===== src/pcxt_pkg.sv =====
/*
	Shared rates, reset counts, register layouts and types for the PC/XT glue.
	Modules import it inside their bodies and use scoped names in their headers.
*/
package pcxt_pkg;

	////////////////////
	// Clock rates in Hz

	// Base clock, also the accumulator modulus
	localparam int unsigned SYS_CLK_HZ       = 50_000_000;
	localparam int unsigned AUDIO_RATE_HZ    = 44_100;
	// Timer input, half the slow CPU rate
	localparam int unsigned PERIPH_RATE_HZ   = 2_386_364;
	localparam int unsigned CPU_RATE_SLOW_HZ = 4_772_727;
	localparam int unsigned CPU_RATE_MID_HZ  = 7_159_091;
	localparam int unsigned CPU_RATE_FAST_HZ = 14_318_182;

	// Wide enough for sum of two sub-modulus terms
	localparam int RATE_ACC_W = 32;

	////////////////////
	// Reset sequencing

	// Hold after all reset sources clear
	localparam int unsigned RESET_HOLD_CYCLES = 65_535;
	// CPU release lag behind system release
	localparam int unsigned CPU_RESET_DELAY   = 42;

	////////////////////
	// Types

	// Code 3 is treated as the slow rate
	typedef enum logic [1:0] {
		SPEED_4M77 = 2'd0,
		SPEED_7M16 = 2'd1,
		SPEED_14M3 = 2'd2
	} cpu_speed_t;

	// Configuration word, unused bits stored as written
	typedef struct packed {
		logic [12:0] rsvd_hi;
		cpu_speed_t  cpu_speed;
		logic [12:0] rsvd_mid;
		logic        model_tandy;
		logic [1:0]  rsvd_lo;
		logic        soft_reset;
	} status_word_t;

	// Read-only state word
	typedef struct packed {
		logic [27:0] zero;
		logic        turbo;
		logic        tandy_mode;
		logic        reset_cpu;
		logic        reset_sys;
	} state_word_t;

	typedef logic [1:0]  wb_addr_t;
	typedef logic [31:0] wb_data_t;

	// Word addresses
	localparam wb_addr_t ADDR_STATUS = 2'd0;
	localparam wb_addr_t ADDR_STATE  = 2'd1;

	// Keyboard line pair
	typedef struct packed {
		logic clk;
		logic data;
	} ps2_lines_t;

endpackage


===== src/input_sync.sv =====
/*
	Two-stage synchronizer for an asynchronous input of any packed type.
*/
`timescale 1ns/100ps

module input_sync #(
	parameter type payload_t = logic
) (
	input  logic     CLK_50M,
	input  logic     reset_wire,
	input  logic     clear,
	input  payload_t d,
	output payload_t q
);
	payload_t meta;

	always_ff @(posedge CLK_50M or posedge reset_wire) begin
		if (reset_wire) begin
			meta <= '0;
			q    <= '0;
		end else if (clear) begin
			// Both stages empty during system reset
			meta <= '0;
			q    <= '0;
		end else begin
			meta <= d;
			q    <= meta;
		end
	end

endmodule


===== src/rate_strobe.sv =====
/*
	Fractional accumulator that gives a one-cycle enable at RATE_HZ on average.
*/
`timescale 1ns/100ps

module rate_strobe #(
	parameter int unsigned RATE_HZ = pcxt_pkg::AUDIO_RATE_HZ
) (
	input  logic CLK_50M,
	input  logic reset_wire,
	input  logic run,
	output logic strobe
);
	import pcxt_pkg::*;

	localparam logic [RATE_ACC_W-1:0] INCR    = RATE_ACC_W'(RATE_HZ);
	localparam logic [RATE_ACC_W-1:0] MODULUS = RATE_ACC_W'(SYS_CLK_HZ);

	// Rate must stay below the base clock
	if (RATE_HZ >= SYS_CLK_HZ) begin : g_bad_rate
		$error("rate_strobe RATE_HZ must be below SYS_CLK_HZ");
	end

	logic [RATE_ACC_W-1:0] acc;
	logic [RATE_ACC_W-1:0] acc_next;

	assign acc_next = acc + INCR;

	always_ff @(posedge CLK_50M or posedge reset_wire) begin
		if (reset_wire) begin
			acc    <= '0;
			strobe <= 1'b0;
		end else if (!run) begin
			// Restart from zero when stopped
			acc    <= '0;
			strobe <= 1'b0;
		end else if (acc_next >= MODULUS) begin
			acc    <= acc_next - MODULUS;
			strobe <= 1'b1;
		end else begin
			acc    <= acc_next;
			strobe <= 1'b0;
		end
	end

endmodule


===== src/cfg_regs.sv =====
/*
	Wishbone classic slave for the core configuration word and the status readback.
	One ack per pending cycle, never stalls.
*/
`timescale 1ns/100ps

module cfg_regs (
	input  logic                 CLK_50M,
	input  logic                 reset_wire,
	// Wishbone classic slave
	input  logic                 wb_cyc,
	input  logic                 wb_stb,
	input  logic                 wb_we,
	input  pcxt_pkg::wb_addr_t   wb_adr,
	input  pcxt_pkg::wb_data_t   wb_dat_w,
	output pcxt_pkg::wb_data_t   wb_dat_r,
	output logic                 wb_ack,
	// Live state for readback
	input  logic                 reset_sys,
	input  logic                 reset_cpu,
	input  logic                 tandy_mode,
	input  logic                 turbo,
	// Decoded configuration fields
	output logic                 soft_reset,
	output logic                 model_tandy,
	output pcxt_pkg::cpu_speed_t cpu_speed
);
	import pcxt_pkg::*;

	status_word_t cfg_q;
	state_word_t  state_w;
	logic         pending;

	// Cycle seen but not yet acked
	assign pending = wb_cyc & wb_stb & ~wb_ack;

	////////////////////
	// Ack and write path

	always_ff @(posedge CLK_50M or posedge reset_wire) begin
		if (reset_wire) begin
			wb_ack <= 1'b0;
			cfg_q  <= '0;
		end else begin
			// Ack lasts one cycle, strobe must drop before next
			wb_ack <= pending;
			// Write lands on the ack edge
			if (pending && wb_we && (wb_adr == ADDR_STATUS)) begin
				cfg_q <= status_word_t'(wb_dat_w);
			end
		end
	end

	////////////////////
	// Read path

	// State bits straight from the live signals
	always_comb begin
		state_w            = '0;
		state_w.reset_sys  = reset_sys;
		state_w.reset_cpu  = reset_cpu;
		state_w.tandy_mode = tandy_mode;
		state_w.turbo      = turbo;
	end

	// Address held by host until ack, so data valid with ack
	always_comb begin
		case (wb_adr)
			ADDR_STATUS: wb_dat_r = wb_data_t'(cfg_q);
			ADDR_STATE:  wb_dat_r = wb_data_t'(state_w);
			// Spare addresses
			default:     wb_dat_r = '0;
		endcase
	end

	// Field decode
	assign soft_reset  = cfg_q.soft_reset;
	assign model_tandy = cfg_q.model_tandy;
	assign cpu_speed   = cfg_q.cpu_speed;

endmodule


===== src/reset_sequencer.sv =====
/*
	System reset stretch, delayed CPU reset release and machine model capture.
	The model may only change while the system is held in reset.
*/
`timescale 1ns/100ps

module reset_sequencer (
	input  logic CLK_50M,
	input  logic reset_wire,
	input  logic soft_reset,
	input  logic model_tandy,
	output logic reset_sys,
	output logic reset_cpu,
	output logic tandy_mode
);
	import pcxt_pkg::*;

	localparam int HOLD_W = $clog2(RESET_HOLD_CYCLES + 1);
	localparam int CPU_W  = $clog2(CPU_RESET_DELAY + 1);

	logic [HOLD_W-1:0] hold_cnt;
	logic [CPU_W-1:0]  cpu_cnt;

	////////////////////
	// System reset stretch

	always_ff @(posedge CLK_50M or posedge reset_wire) begin
		if (reset_wire) begin
			reset_sys <= 1'b1;
			hold_cnt  <= '0;
		end else if (soft_reset) begin
			// Soft reset restarts the stretch
			reset_sys <= 1'b1;
			hold_cnt  <= '0;
		end else if (reset_sys) begin
			if (hold_cnt == HOLD_W'(RESET_HOLD_CYCLES - 1)) begin
				reset_sys <= 1'b0;
			end else begin
				hold_cnt <= hold_cnt + 1'b1;
			end
		end
	end

	////////////////////
	// CPU reset delay

	always_ff @(posedge CLK_50M or posedge reset_wire) begin
		if (reset_wire) begin
			reset_cpu <= 1'b1;
			cpu_cnt   <= '0;
		end else if (soft_reset || reset_sys) begin
			// Same edge as system reset on soft reset
			reset_cpu <= 1'b1;
			cpu_cnt   <= '0;
		end else if (reset_cpu) begin
			if (cpu_cnt == CPU_W'(CPU_RESET_DELAY - 1)) begin
				reset_cpu <= 1'b0;
			end else begin
				cpu_cnt <= cpu_cnt + 1'b1;
			end
		end
	end

	// Model tracks config only under system reset
	always_ff @(posedge CLK_50M or posedge reset_wire) begin
		if (reset_wire) begin
			tandy_mode <= 1'b0;
		end else if (reset_sys) begin
			tandy_mode <= model_tandy;
		end
	end

endmodule


===== src/clock_enables.sv =====
/*
	CPU, peripheral, audio and FM clock enables in the single base clock domain.
	CPU speed and turbo change only at bus-cycle boundaries.
*/
`timescale 1ns/100ps

module clock_enables (
	input  logic                 CLK_50M,
	input  logic                 reset_wire,
	input  logic                 reset_sys,
	input  logic                 biu_done,
	input  pcxt_pkg::cpu_speed_t cpu_speed,
	input  logic                 fm_clk_sync,
	output logic                 cpu_ce,
	output logic                 periph_ce,
	output logic                 audio_ce,
	output logic                 fm_ce,
	output logic                 turbo
);
	import pcxt_pkg::*;

	localparam logic [RATE_ACC_W-1:0] MODULUS = RATE_ACC_W'(SYS_CLK_HZ);

	cpu_speed_t            applied_speed;
	logic [RATE_ACC_W-1:0] cpu_incr;
	logic [RATE_ACC_W-1:0] cpu_acc;
	logic [RATE_ACC_W-1:0] cpu_acc_next;
	logic                  fm_prev;
	logic                  run;

	// Enables only outside system reset
	assign run = ~reset_sys;

	////////////////////
	// Speed latch

	always_ff @(posedge CLK_50M or posedge reset_wire) begin
		if (reset_wire) begin
			applied_speed <= SPEED_4M77;
			turbo         <= 1'b0;
		end else if (biu_done) begin
			// Code 3 folds to the slow rate
			if (cpu_speed == SPEED_7M16 || cpu_speed == SPEED_14M3) begin
				applied_speed <= cpu_speed;
				turbo         <= 1'b1;
			end else begin
				applied_speed <= SPEED_4M77;
				turbo         <= 1'b0;
			end
		end
	end

	always_comb begin
		case (applied_speed)
			SPEED_7M16: cpu_incr = RATE_ACC_W'(CPU_RATE_MID_HZ);
			SPEED_14M3: cpu_incr = RATE_ACC_W'(CPU_RATE_FAST_HZ);
			default:    cpu_incr = RATE_ACC_W'(CPU_RATE_SLOW_HZ);
		endcase
	end

	////////////////////
	// CPU enable accumulator

	assign cpu_acc_next = cpu_acc + cpu_incr;

	// Residue carries across a speed change
	always_ff @(posedge CLK_50M or posedge reset_wire) begin
		if (reset_wire) begin
			cpu_acc <= '0;
			cpu_ce  <= 1'b0;
		end else if (!run) begin
			cpu_acc <= '0;
			cpu_ce  <= 1'b0;
		end else if (cpu_acc_next >= MODULUS) begin
			cpu_acc <= cpu_acc_next - MODULUS;
			cpu_ce  <= 1'b1;
		end else begin
			cpu_acc <= cpu_acc_next;
			cpu_ce  <= 1'b0;
		end
	end

	// FM clock rising edge, one cycle after the sync stage
	always_ff @(posedge CLK_50M or posedge reset_wire) begin
		if (reset_wire) begin
			fm_prev <= 1'b0;
			fm_ce   <= 1'b0;
		end else begin
			fm_prev <= fm_clk_sync;
			fm_ce   <= run & fm_clk_sync & ~fm_prev;
		end
	end

	// Fixed-rate enables
	rate_strobe #(
		.RATE_HZ (AUDIO_RATE_HZ)
	) u_audio_strobe (
		.CLK_50M    (CLK_50M),
		.reset_wire (reset_wire),
		.run        (run),
		.strobe     (audio_ce)
	);

	rate_strobe #(
		.RATE_HZ (PERIPH_RATE_HZ)
	) u_periph_strobe (
		.CLK_50M    (CLK_50M),
		.reset_wire (reset_wire),
		.run        (run),
		.strobe     (periph_ce)
	);

endmodule


===== src/pcxt_glue_top.sv =====
/*
	Board glue top for the PC/XT core: config slave, reset sequencing,
	clock enables and input synchronizers, all on CLK_50M.
*/
`timescale 1ns/100ps

module pcxt_glue_top (
	input  logic                 CLK_50M,
	input  logic                 reset_wire,
	// Wishbone classic slave
	input  logic                 wb_cyc,
	input  logic                 wb_stb,
	input  logic                 wb_we,
	input  pcxt_pkg::wb_addr_t   wb_adr,
	input  pcxt_pkg::wb_data_t   wb_dat_w,
	output pcxt_pkg::wb_data_t   wb_dat_r,
	output logic                 wb_ack,
	// CPU bus cycle finished
	input  logic                 biu_done,
	// Async inputs
	input  pcxt_pkg::ps2_lines_t ps2_in,
	input  logic                 fm_clk,
	// Resets and model
	output logic                 reset_sys,
	output logic                 reset_cpu,
	output logic                 tandy_mode,
	output logic                 turbo,
	// Enables
	output logic                 cpu_ce,
	output logic                 periph_ce,
	output logic                 audio_ce,
	output logic                 fm_ce,
	output pcxt_pkg::ps2_lines_t ps2_sync
);
	import pcxt_pkg::*;

	logic       soft_reset;
	logic       model_tandy;
	cpu_speed_t cpu_speed;
	logic       fm_clk_sync;

	////////////////////
	// Config and status

	cfg_regs u_cfg_regs (
		.CLK_50M     (CLK_50M),
		.reset_wire  (reset_wire),
		.wb_cyc      (wb_cyc),
		.wb_stb      (wb_stb),
		.wb_we       (wb_we),
		.wb_adr      (wb_adr),
		.wb_dat_w    (wb_dat_w),
		.wb_dat_r    (wb_dat_r),
		.wb_ack      (wb_ack),
		.reset_sys   (reset_sys),
		.reset_cpu   (reset_cpu),
		.tandy_mode  (tandy_mode),
		.turbo       (turbo),
		.soft_reset  (soft_reset),
		.model_tandy (model_tandy),
		.cpu_speed   (cpu_speed)
	);

	reset_sequencer u_reset_sequencer (
		.CLK_50M     (CLK_50M),
		.reset_wire  (reset_wire),
		.soft_reset  (soft_reset),
		.model_tandy (model_tandy),
		.reset_sys   (reset_sys),
		.reset_cpu   (reset_cpu),
		.tandy_mode  (tandy_mode)
	);

	////////////////////
	// Synchronizers

	// Keyboard clock and data
	input_sync #(
		.payload_t (ps2_lines_t)
	) u_ps2_sync (
		.CLK_50M    (CLK_50M),
		.reset_wire (reset_wire),
		.clear      (reset_sys),
		.d          (ps2_in),
		.q          (ps2_sync)
	);

	// FM synth clock, edge detected downstream
	input_sync #(
		.payload_t (logic)
	) u_fm_sync (
		.CLK_50M    (CLK_50M),
		.reset_wire (reset_wire),
		.clear      (reset_sys),
		.d          (fm_clk),
		.q          (fm_clk_sync)
	);

	clock_enables u_clock_enables (
		.CLK_50M     (CLK_50M),
		.reset_wire  (reset_wire),
		.reset_sys   (reset_sys),
		.biu_done    (biu_done),
		.cpu_speed   (cpu_speed),
		.fm_clk_sync (fm_clk_sync),
		.cpu_ce      (cpu_ce),
		.periph_ce   (periph_ce),
		.audio_ce    (audio_ce),
		.fm_ce       (fm_ce),
		.turbo       (turbo)
	);

endmodule


===== config.mk =====
export PLATFORM = sky130hd
export DESIGN_NAME = pcxt_glue_top
export DESIGN_NICKNAME = d
export VERILOG_FILES = /design/src/pcxt_pkg.sv /design/src/input_sync.sv /design/src/rate_strobe.sv /design/src/cfg_regs.sv /design/src/reset_sequencer.sv /design/src/clock_enables.sv /design/src/pcxt_glue_top.sv
export SDC_FILE = /design/constraint.sdc
export NUM_CORES = 1
export LEC_CHECK = 0
export BUFFER_PORTS_ARGS = -buffer_cell sky130_fd_sc_hd__buf_2
export CAP_MARGIN = 20
export CORE_MARGIN = 3
export CORE_UTILIZATION = 40
export DETAILED_ROUTE_END_ITERATION = 8
export SYNTH_ARGS = -nofsm -noshare
export SYNTH_HDL_FRONTEND = slang
export SYNTH_SLANG_ARGS = --single-unit

===== constraint.sdc =====
create_clock -name CLK_50M -period 8 [get_ports CLK_50M]
set_clock_uncertainty 0.1 [all_clocks]
set_input_delay 2.4 -clock CLK_50M [delete_from_list [all_inputs] [get_ports CLK_50M]]
set_output_delay 2.4 -clock CLK_50M [all_outputs]
set_load 0.01 [all_outputs]

==> results.json, run 1 <==
{
  "outcome": "completed",
  "io_buffers": 85,
  "antennaDiodeCount": 0,
  "yosysUniqueCellTypes": 91,
  "gp_congestion": 0.864,
  "min_from": "u_fm_sync.q",
  "via_per_inst": 5.55,
  "synth_ff_type": "dfrtp_1",
  "crit_path_start_kind": "primary input",
  "fin_total_pwr_uw": 2130,
  "dpl.hpwl_mm": 18.8,
  "drc": 0,
  "dieArea_um2": 31200,
  "arrival_ns": 3.52,
  "r2r_end": "u_clock_enables.cpu_acc[20]",
  "setup_viol": 0,
  "grt_pass1_vias": 9359,
  "syn_nets": 1396,
  "hold_end": "u_clock_enables.fm_prev",
  "wl_met2_mm": 12.2,
  "regToRegStartpoint": "u_clock_enables.applied_speed[1]",
  "cap_viol_max_count": 0,
  "core_um2": 28200,
  "synth_top_area_frac": 0.348,
  "cts_hold_buf": 0,
  "finalWirelength_mm": 27.2,
  "clock_path_buffers": 2,
  "ios": 86,
  "clock-sinks": 164,
  "yosysWarnings": 0,
  "dpl_worst_slack_ns": 1.65,
  "avgRoutedWirePerCell_um": 15.5,
  "start_util": 0.412,
  "syn2layout_area_growth_pct": 11.2,
  "grt_pass1_wl_mm": 46.6,
  "min_path_cells": 0,
  "netlist_area_um2": 11600,
  "synth_most_common_cell": "dfrtp_1",
  "grt_max_degree": 111,
  "required_ns": 5.50,
  "die_y_um": 177,
  "powerDensity_nw_per_um2": 165,
  "cts_tree": "done",
  "hold_path.class": "flip-flop to flip-flop",
  "clk_latency_ns": 0.44,
  "num_rows": 61,
  "tightest_slew_ns": 1.08,
  "overflow": 0,
  "ys_seq_elements": 164,
  "clkSlewWorstSetupHoldPaths_ns": 0.08,
  "min_period_ns": 6.02,
  "r2r_setup_slack_ns": 2.46,
  "cts_buffers": 17,
  "crit_type": "primary input to primary output",
  "hold_violations": 0,
  "post-cts-setup-buffers": 0,
  "leakagePower_uw": 0.00543,
  "cts-root-buf": "clkbuf_16",
  "synth-edff-count": 0,
  "fin_ws_ns": 1.98,
  "synth_seq_area_share": 0.353,
  "layout.nets": 1433,
  "htree_levels": 4,
  "die_w_um": 177,
  "dr_wl_met3_mm": 1.12,
  "num_vias": 9730,
  "fill_cells": 2734,
  "dr.pass1.iters": 5,
  "top_layer": "met4",
  "ff2ff_path_depth": 15,
  "syn_avg_cell_area_um2": 8.78,
  "final.setup.tns_ns": 0,
  "antenna_left": 0,
  "first_iter_violations": 552,
  "cp-end-kind": "primary output",
  "drv_slew": 0,
  "slew_headroom": 0.281,
  "grt_use_total": 0.179,
  "synth_commonest_cells": "dfrtp_1 (162), nor2_1 (139), xnor2_1 (93), nand2_1 (85), a21oi_1 (75)",
  "drive_gt1_frac": 0.157,
  "antenna_found_initial": 0,
  "post_cts_resized": 0,
  "rsz0062_at_grt": "no",
  "wl_met1_mm": 13.6,
  "fmax_mhz": 166,
  "fin_crit_sh": 0.752,
  "syn_inst": 1325,
  "async_reset_ff_frac": 1.00,
  "critPathMaxFanout": 27,
  "yosys-top-cells-area": "dfrtp_1 (35%), xnor2_1 (7.0%), nor2_1 (4.5%), mux2_2 (4.3%), xor2_1 (3.2%)",
  "irDropWorstVdd_uv": 147,
  "yosysTopAreaCell": "dfrtp_1"
}
[cells by family (layout without fill, tap and decap cells)]
group | Yosys count | after routing | share of synthesized area
DFF | 164 | 164 | 0.353
and+or+nand+nor | 541 | 541 | 0.245
AOI/OAI and AO/OA | 289 | 289 | 0.173
adders and majority gates | 28 | 28 | 0.0301
muxes | 64 | 64 | 0.0600
buffers and inverters | 102 | 152 | 0.0354
xor gates and xnor gates | 137 | 137 | 0.104
[worst max-delay path, stage by stage]
cell    delay [ns]
buf_2         0.16
nor2_2        0.59
and2_1        0.23
buf_2         0.13
[cell type report]
class	count	area [µm²]	share of cell area
Clock buffer	17	425	0.0329
Clock inverter	15	188	0.0145
Inverter	29	114	0.00879
Multi-Input combinational cell	1059	7150	0.552
Sequential cell	164	4110	0.317
Tap cell	378	473	0.0365
Timing Repair Buffer	91	490	0.0379
[cell usage in the layout (no fill, tap or decap), types with 8 or more instances in the layout]
cell and instances:
o21a_1 11, a21oi_1 75, o21ai_0 36, nor2b_1 28
mux2i_1 18, or2_2 15, nor3_1 31, a211oi_1 17
ha_1 28, a21o_1 12, a31oi_1 17, nand2b_1 24
or3_1 17, clkbuf_16 17, and2_1 40, xor2_1 43
nand4_1 22, nand3_1 49, and3_1 30, dfrtp_1 162
nor2_1 138, nor3b_1 9, o211ai_1 16, nand2_1 85
a211o_1 8, o21ai_1 8, buf_2 85, a21boi_0 8
mux2_2 44, xnor2_1 93, nor4_1 8, inv_1 27
[power breakdown]
| part | switching [µW] | total, µW | internal, µW |
|---|---|---|---|
| Combinational | 208 | 349 | 141 |
| Clock | 412 | 863 | 451 |
| Sequential | 40.9 | 922 | 881 |
[through the flow]
stage,area [µm²],instances,util,hold slack (ns)
floorplan,11600,1325,-,0.246
global placement,12300,1720,0.436,0.286
detailed placement,12300,1720,0.436,0.294
CTS,12900,1752,0.457,0.305
global route,12900,1753,0.459,0.329
finish,12900,1753,0.459,0.293
[registers in the layout, indices dropped and copies added, names as in the netlist, 2 cells and up]
name / count
u_reset_sequencer.hold_cnt: 16
u_cfg_regs.cfg_q: 28
u_clock_enables.u_audio_strobe.acc: 30
u_ps2_sync.meta: 2
u_reset_sequencer.cpu_cnt: 6
u_clock_enables.applied_speed: 2
u_clock_enables.u_periph_strobe.acc: 30
u_cfg_regs.cpu_speed: 2
u_ps2_sync.q: 2
u_clock_enables.cpu_acc: 32
[how the worst max path moves through the flow]
stage / cells after the start / slack, ns / startpoint / to
after floorplan: 1 / 1.07 / reset_wire / u_cfg_regs.cfg_q[10]
after global placement: 4 / 1.82 / wb_adr[0] / wb_dat_r[13]
after detailed placement: 4 / 1.65 / wb_adr[0] / wb_dat_r[9]
after CTS: 4 / 1.64 / wb_adr[0] / wb_dat_r[9]
after global routing: 4 / 1.81 / wb_adr[0] / wb_dat_r[16]
final: 4 / 1.98 / wb_adr[0] / wb_dat_r[16]
[per-layer routing]
metal  vias up  global-route usage
met2       218               0.281
met1      4674               0.256
li1       4814                   -
met5         -                   0
met4         0              0.0468
met3        24              0.0310
No activity file was read; power rests on OpenSTA's default activity.
==> run 2: changes to the inputs <==
==> constraint.sdc (replaced) <==
create_clock -name CLK_50M -period 5.95 [get_ports CLK_50M]
set_clock_uncertainty 0.1 [all_clocks]
set_input_delay 1.785 -clock CLK_50M [delete_from_list [all_inputs] [get_ports CLK_50M]]
set_output_delay 1.785 -clock CLK_50M [all_outputs]
set_load 0.01 [all_outputs]
==> run 2 against run 1 <==
  * Design area rose by 0.23%
  * Cell count up 0.17%
  * Count of clock-buffer cells in the layout stayed put
  * Setup slack worse by 1.4 ns
  * Via count rose by 0.69%
  * Total power increased by 34%
  * Highest routed layer unchanged
==> results.json, run 2 (synthesis gave the netlist of run 1 again) <==
{
  "min_path_cells": 0,
  "swShare": 0.316,
  "fill_cells": 2800,
  "drv_slew": 0,
  "critPathBufInv": 3,
  "p_int_uw": 1950,
  "layout_common_cells": "dfrtp_1 (162), nor2_1 (139), xnor2_1 (93), nand2_1 (85), buf_2 (85)",
  "r2r_setup_slack_ns": 0.56,
  "num_vias": 9797,
  "cp-end-kind": "flip-flop",
  "fmax_mhz": 185,
  "cts_buffers": 17,
  "largest_reg_flops": 32,
  "final.setup.tns_ns": 0,
  "r2r_end": "u_clock_enables.cpu_acc[13]",
  "critPathMaxFanout": 15,
  "min_from": "u_fm_sync.q",
  "layout.nets": 1436,
  "irDropWorstVdd_uv": 166,
  "hold_path.class": "flip-flop to flip-flop",
  "cpMaxStageDelayCell": "a311oi_4",
  "grt_use_total": 0.180,
  "htree_levels": 4,
  "post_cts_resized": 0,
  "post-cts-setup-buffers": 0,
  "clkSlewWorstSetupHoldPaths_ns": 0.08,
  "slew_headroom": 0.389,
  "final_common_cell": "dfrtp_1",
  "cts-root-buf": "clkbuf_16",
  "combPwrFrac": 0.163,
  "cap_viol_max_count": 0,
  "clkPwrFrac": 0.404,
  "fin_crit_sh": 0.907,
  "tightest_slew_ns": 0.917,
  "ff2ff_path_depth": 15,
  "dieArea_um2": 31200,
  "setup_viol": 0,
  "timing.hold.ws_ns": 0.274,
  "path_cells": "inv_1, ha_1, inv_1, ha_1, and4b_1, o21ai_0, a211oi_1, o21ai_1, a31oi_1, xnor2_1, o211ai_1, a311oi_4, buf_4, a21oi_1, mux2_2",
  "cpLargestDelayFamily": "compound AO/OA/AOI/OAI gates",
  "core_um2": 28200,
  "syn2layout_area_growth_pct": 11.5,
  "die_y_um": 177,
  "hold_end": "u_clock_enables.fm_prev",
  "clock-sinks": 164,
  "clk_latency_ns": 0.44,
  "antenna_left": 0,
  "gp_congestion": 0.915,
  "outcome": "completed",
  "clock_path_buffers": 2,
  "arrival_ns": 5.60,
  "dr.pass1.iters": 5,
  "antennaDiodeCount": 0,
  "cts_tree": "done",
  "overflow": 0,
  "dpl.hpwl_mm": 19.5,
  "path_depth": 15,
  "die_w_um": 177,
  "largestRegisters": "u_clock_enables.cpu_acc: 32 flops, u_clock_enables.u_audio_strobe.acc: 30 flops, u_clock_enables.u_periph_strobe.acc: 30 flops",
  "first_iter_violations": 580,
  "drc": 0,
  "crit_type": "flip-flop to flip-flop",
  "crit_path_start_kind": "flip-flop",
  "antenna_found_initial": 0,
  "min_period_ns": 5.39,
  "start_util": 0.412,
  "cts_hold_buf": 0,
  "finalWirelength_mm": 27.7,
  "avgRoutedWirePerCell_um": 15.8,
  "via_per_inst": 5.58,
  "power.net_switching_uw": 901,
  "num_rows": 61,
  "powerDensity_nw_per_um2": 220,
  "seqPwrFrac": 0.433,
  "grt_max_degree": 165,
  "grt_pass1_vias": 9653,
  "ios": 86,
  "leakagePower_uw": 0.00544,
  "cpPeakStageDelay_ns": 0.69,
  "drive_gt1_frac": 0.158,
  "hold_violations": 0,
  "grt_pass1_wl_mm": 47.2,
  "regMostFlops": "u_clock_enables.cpu_acc",
  "regToRegStartpoint": "u_clock_enables.applied_speed[1]",
  "required_ns": 6.16,
  "io_buffers": 85,
  "rsz0062_at_grt": "no"
}
[run 2: changes by cell type in the layout (fill, tap and decap cells not counted)]
cell,change
clkinv_8,+5
inv_6,-5
buf_4,+3
inv_8,+2
buf_12,+1
buf_16,-1
bufinv_16,-1
clkinv_2,-1
clkinv_4,+1
inv_12,-1
nor2_1,+1
nor2_2,-1
[run 2: layer usage]
layer,vias up,routed length [µm],GRT usage
li1,4825,-,-
met5,-,0,0
met1,4717,13200,0.242
met4,0,275,0.0370
met2,229,12800,0.303
met3,26,1460,0.0372
[run 2: final cells by class]
class                   instances  area [µm²]  area share
multi-input cells            1059        7150       0.551
clock inverters                15         206      0.0159
clock buffers                  17         425      0.0328
well taps                     378         473      0.0364
inverters                      29         113     0.00868
flip-flops and latches        164        4110       0.317
repair buffers                 94         505      0.0389
[run 2: power by group through the flow]
| stage | sequential, µW | combinational (µW) | clock (µW) |
|---|---|---|---|
| after global routing | 1250 | 521 | 1230 |
| after global placement | 1250 | 461 | 0 |
| final | 1240 | 464 | 1150 |
| after CTS | 1240 | 467 | 1190 |
| after floorplan | 1240 | 350 | 0 |
| after detailed placement | 1260 | 464 | 0 |
[run 2: worst max-delay path by stage]
stage | start | end | slack, ns
finish | u_clock_enables.applied_speed[1] | u_clock_enables.cpu_acc[13] | 0.56
global route | u_clock_enables.applied_speed[1] | u_clock_enables.cpu_acc[12] | 0.12
CTS | u_clock_enables.applied_speed[1] | u_clock_enables.cpu_acc[13] | 0.63
detailed placement | u_clock_enables.applied_speed[1] | u_clock_enables.cpu_acc[8] | 0.67
global placement | u_clock_enables.applied_speed[1] | u_clock_enables.cpu_acc[13] | 0.88
floorplan | wb_adr[0] | wb_dat_r[11] | 1.40
[run 2: through the flow]
step	instances	area [µm²]	setup slack [ns]	power, µW	util
finish	1756	13000	0.556	2850	0.460
global route	1756	13000	0.115	3000	0.460
CTS	1756	13000	0.634	2890	0.460
detailed placement	1724	12300	0.674	1720	0.437
global placement	1724	12300	0.879	1720	0.437
floorplan	1325	11600	1.40	1590	-
==> run 3: changes to the inputs <==
--- a/config.mk
+++ b/config.mk
@@ -5,10 +5,11 @@
 export SDC_FILE = /design/constraint.sdc
 export NUM_CORES = 1
 export LEC_CHECK = 0
+export ABC_CLOCK_PERIOD_IN_PS = 5950
 export BUFFER_PORTS_ARGS = -buffer_cell sky130_fd_sc_hd__buf_2
 export CAP_MARGIN = 20
 export CORE_MARGIN = 3
-export CORE_UTILIZATION = 40
+export CORE_UTILIZATION = 30
 export DETAILED_ROUTE_END_ITERATION = 8
 export SYNTH_ARGS = -nofsm -noshare
 export SYNTH_HDL_FRONTEND = slang
==> run 3 against run 2 <==
  * Combinational power increased by 2%
  * Register-to-register slack improved by 0.15 ns
  * Total power about the same
  * Cell count increased by 7.7%
  * Count of clock-buffer cells in the layout rose by 1
  * Flip-flop and latch count did not move
  * Utilization is 11 points lower
  * Critical path depth grew 1
  * Critical path type unchanged
  * Largest cell class unchanged
==> results.json, run 3 (synthesis gave the netlist of run 1 again) <==
{
  "dieArea_um2": 41200,
  "via_per_inst": 5.18,
  "critPathMaxFanout": 15,
  "powerDensity_nw_per_um2": 217,
  "grt_max_degree": 126,
  "syn2layout_area_growth_pct": 13.0,
  "largestRegisters": "u_clock_enables.cpu_acc: 32 flops, u_clock_enables.u_audio_strobe.acc: 30 flops, u_clock_enables.u_periph_strobe.acc: 30 flops",
  "drc": 0,
  "die_w_um": 203,
  "htree_levels": 4,
  "regMostFlops": "u_clock_enables.cpu_acc",
  "grt_pass1_vias": 9591,
  "dpl.cell_count": 1856,
  "cts_buffers": 17,
  "crit_path_start_kind": "flip-flop",
  "clkSlewWorstSetupHoldPaths_ns": 0.07,
  "ios": 86,
  "core_um2": 37900,
  "rsz0062_at_grt": "no",
  "start_util": 0.307,
  "finalWirelength_mm": 27.6,
  "slew_headroom": 0.378,
  "grt_pass1_wl_mm": 47.0,
  "final_common_cell": "dfrtp_1",
  "io_buffers": 85,
  "die_y_um": 203,
  "drv_slew": 0,
  "cap_viol_max_count": 0,
  "cts_hold_buf": 0,
  "hold_path.class": "flip-flop to flip-flop",
  "clk_latency_ns": 0.44,
  "tightest_slew_ns": 0.931,
  "gp_congestion": 0.885,
  "fin_crit_sh": 0.882,
  "avgRoutedWirePerCell_um": 14.6,
  "cts-root-buf": "clkbuf_16",
  "dr.pass1.iters": 8,
  "clock-sinks": 164,
  "crit_type": "flip-flop to flip-flop",
  "min_period_ns": 5.25,
  "largest_reg_flops": 32,
  "dpl.hpwl_mm": 19.7,
  "num_rows": 71,
  "drive_gt1_frac": 0.160,
  "antennaDiodeCount": 0,
  "antenna_left": 0,
  "cts_tree": "done",
  "hold_violations": 0,
  "irDropWorstVdd_uv": 223,
  "final_util": 0.347,
  "setup_viol": 0,
  "leakagePower_uw": 0.00545,
  "num_vias": 9794,
  "grt_use_total": 0.135,
  "final.setup.tns_ns": 0,
  "overflow": 0,
  "layout_common_cells": "dfrtp_1 (162), nor2_1 (139), xnor2_1 (93), nand2_1 (85), buf_2 (85)",
  "arrival_ns": 5.47,
  "outcome": "completed",
  "final_cells": 1892,
  "cp-end-kind": "flip-flop",
  "antenna_found_initial": 1,
  "layout.nets": 1439,
  "clock_path_buffers": 2,
  "required_ns": 6.17,
  "timing.hold.ws_ns": 0.268,
  "fmax_mhz": 191,
  "first_iter_violations": 563,
  "fill_cells": 3924
}
[run 3: cell types whose count changed in the layout (fill, tap and decap cells not counted), moves of 2 or more]
cell	before	now
inv_6	1	4
clkinvlp_4	1	3
buf_4	8	10
bufinv_16	0	2
clkinv_8	9	0
[run 3: power breakdown]
group / switching, µW / internal (µW) / leakage, µW
sequential: 52.9 / 1190 / 0.00222
clock: 501 / 641 / 0.000292
combinational: 283 / 191 / 0.00293
[run 3: timing repair]
action,4_1_cts,5_1_grt
buffers inserted,0,3
endpoints found under the setup margin,0,2
resized for setup,0,0
[run 3: path summary, 6_finish.rpt]
check	startpoint	to	slack, ns	depth (start not counted)
setup / recovery	u_clock_enables.applied_speed[1]	u_clock_enables.cpu_acc[18]	0.70	16
hold / removal	u_fm_sync.q	u_clock_enables.fm_prev	0.27	0
setup reg to reg	u_clock_enables.applied_speed[1]	u_clock_enables.cpu_acc[18]	0.70	16
hold reg to reg	u_fm_sync.q	u_clock_enables.fm_prev	0.27	0
max in group asynchronous	reset_wire	u_clock_enables.cpu_acc[5]	3.17	3
min in group asynchronous	reset_wire	u_cfg_regs.wb_ack	1.43	2
[run 3: stage by stage]
stage | total power (µW) | cell area (µm²) | setup slack [ns]
finish | 2850 | 13200 | 0.701
global route | 3000 | 13200 | 0.290
detailed placement | 1730 | 12500 | 0.515
floorplan | 1590 | 11600 | 1.40
global placement | 1720 | 12500 | 0.761
CTS | 2890 | 13100 | 0.483
[run 3: worst max-delay path, cell delays in order (launching register included)]
cell	delay (ns)
dfrtp_1	0.40
inv_1	0.10
ha_1	0.49
inv_1	0.25
ha_1	0.44
nand2b_1	0.07
a2111oi_1	0.64
o211a_1	0.36
a21oi_1	0.18
xnor2_1	0.38
o21ai_0	0.26
o211ai_1	0.39
a311oi_4	0.16
buf_12	0.19
buf_4	0.19
a21oi_1	0.18
mux2_2	0.34
[run 3: routing by layer]
layer / track usage / wire length, µm / vias to the layer above
met3: 0.0311 / 1330 / 26
li1: - / - / 4829
met5: 0 / 0 / -
met1: 0.182 / 13200 / 4736
met4: 0.0366 / 356 / 0
met2: 0.218 / 12600 / 203
[run 3: final cells by class]
class                   instances  area, µm²  share of cell area
well taps                     511        639              0.0486
clock buffers                  18        439              0.0334
clock inverters                14        164              0.0125
flip-flops and latches        164       4110               0.313
multi-input cells            1059       7150               0.543
repair buffers                 97        541              0.0411
inverters                      29        113             0.00856
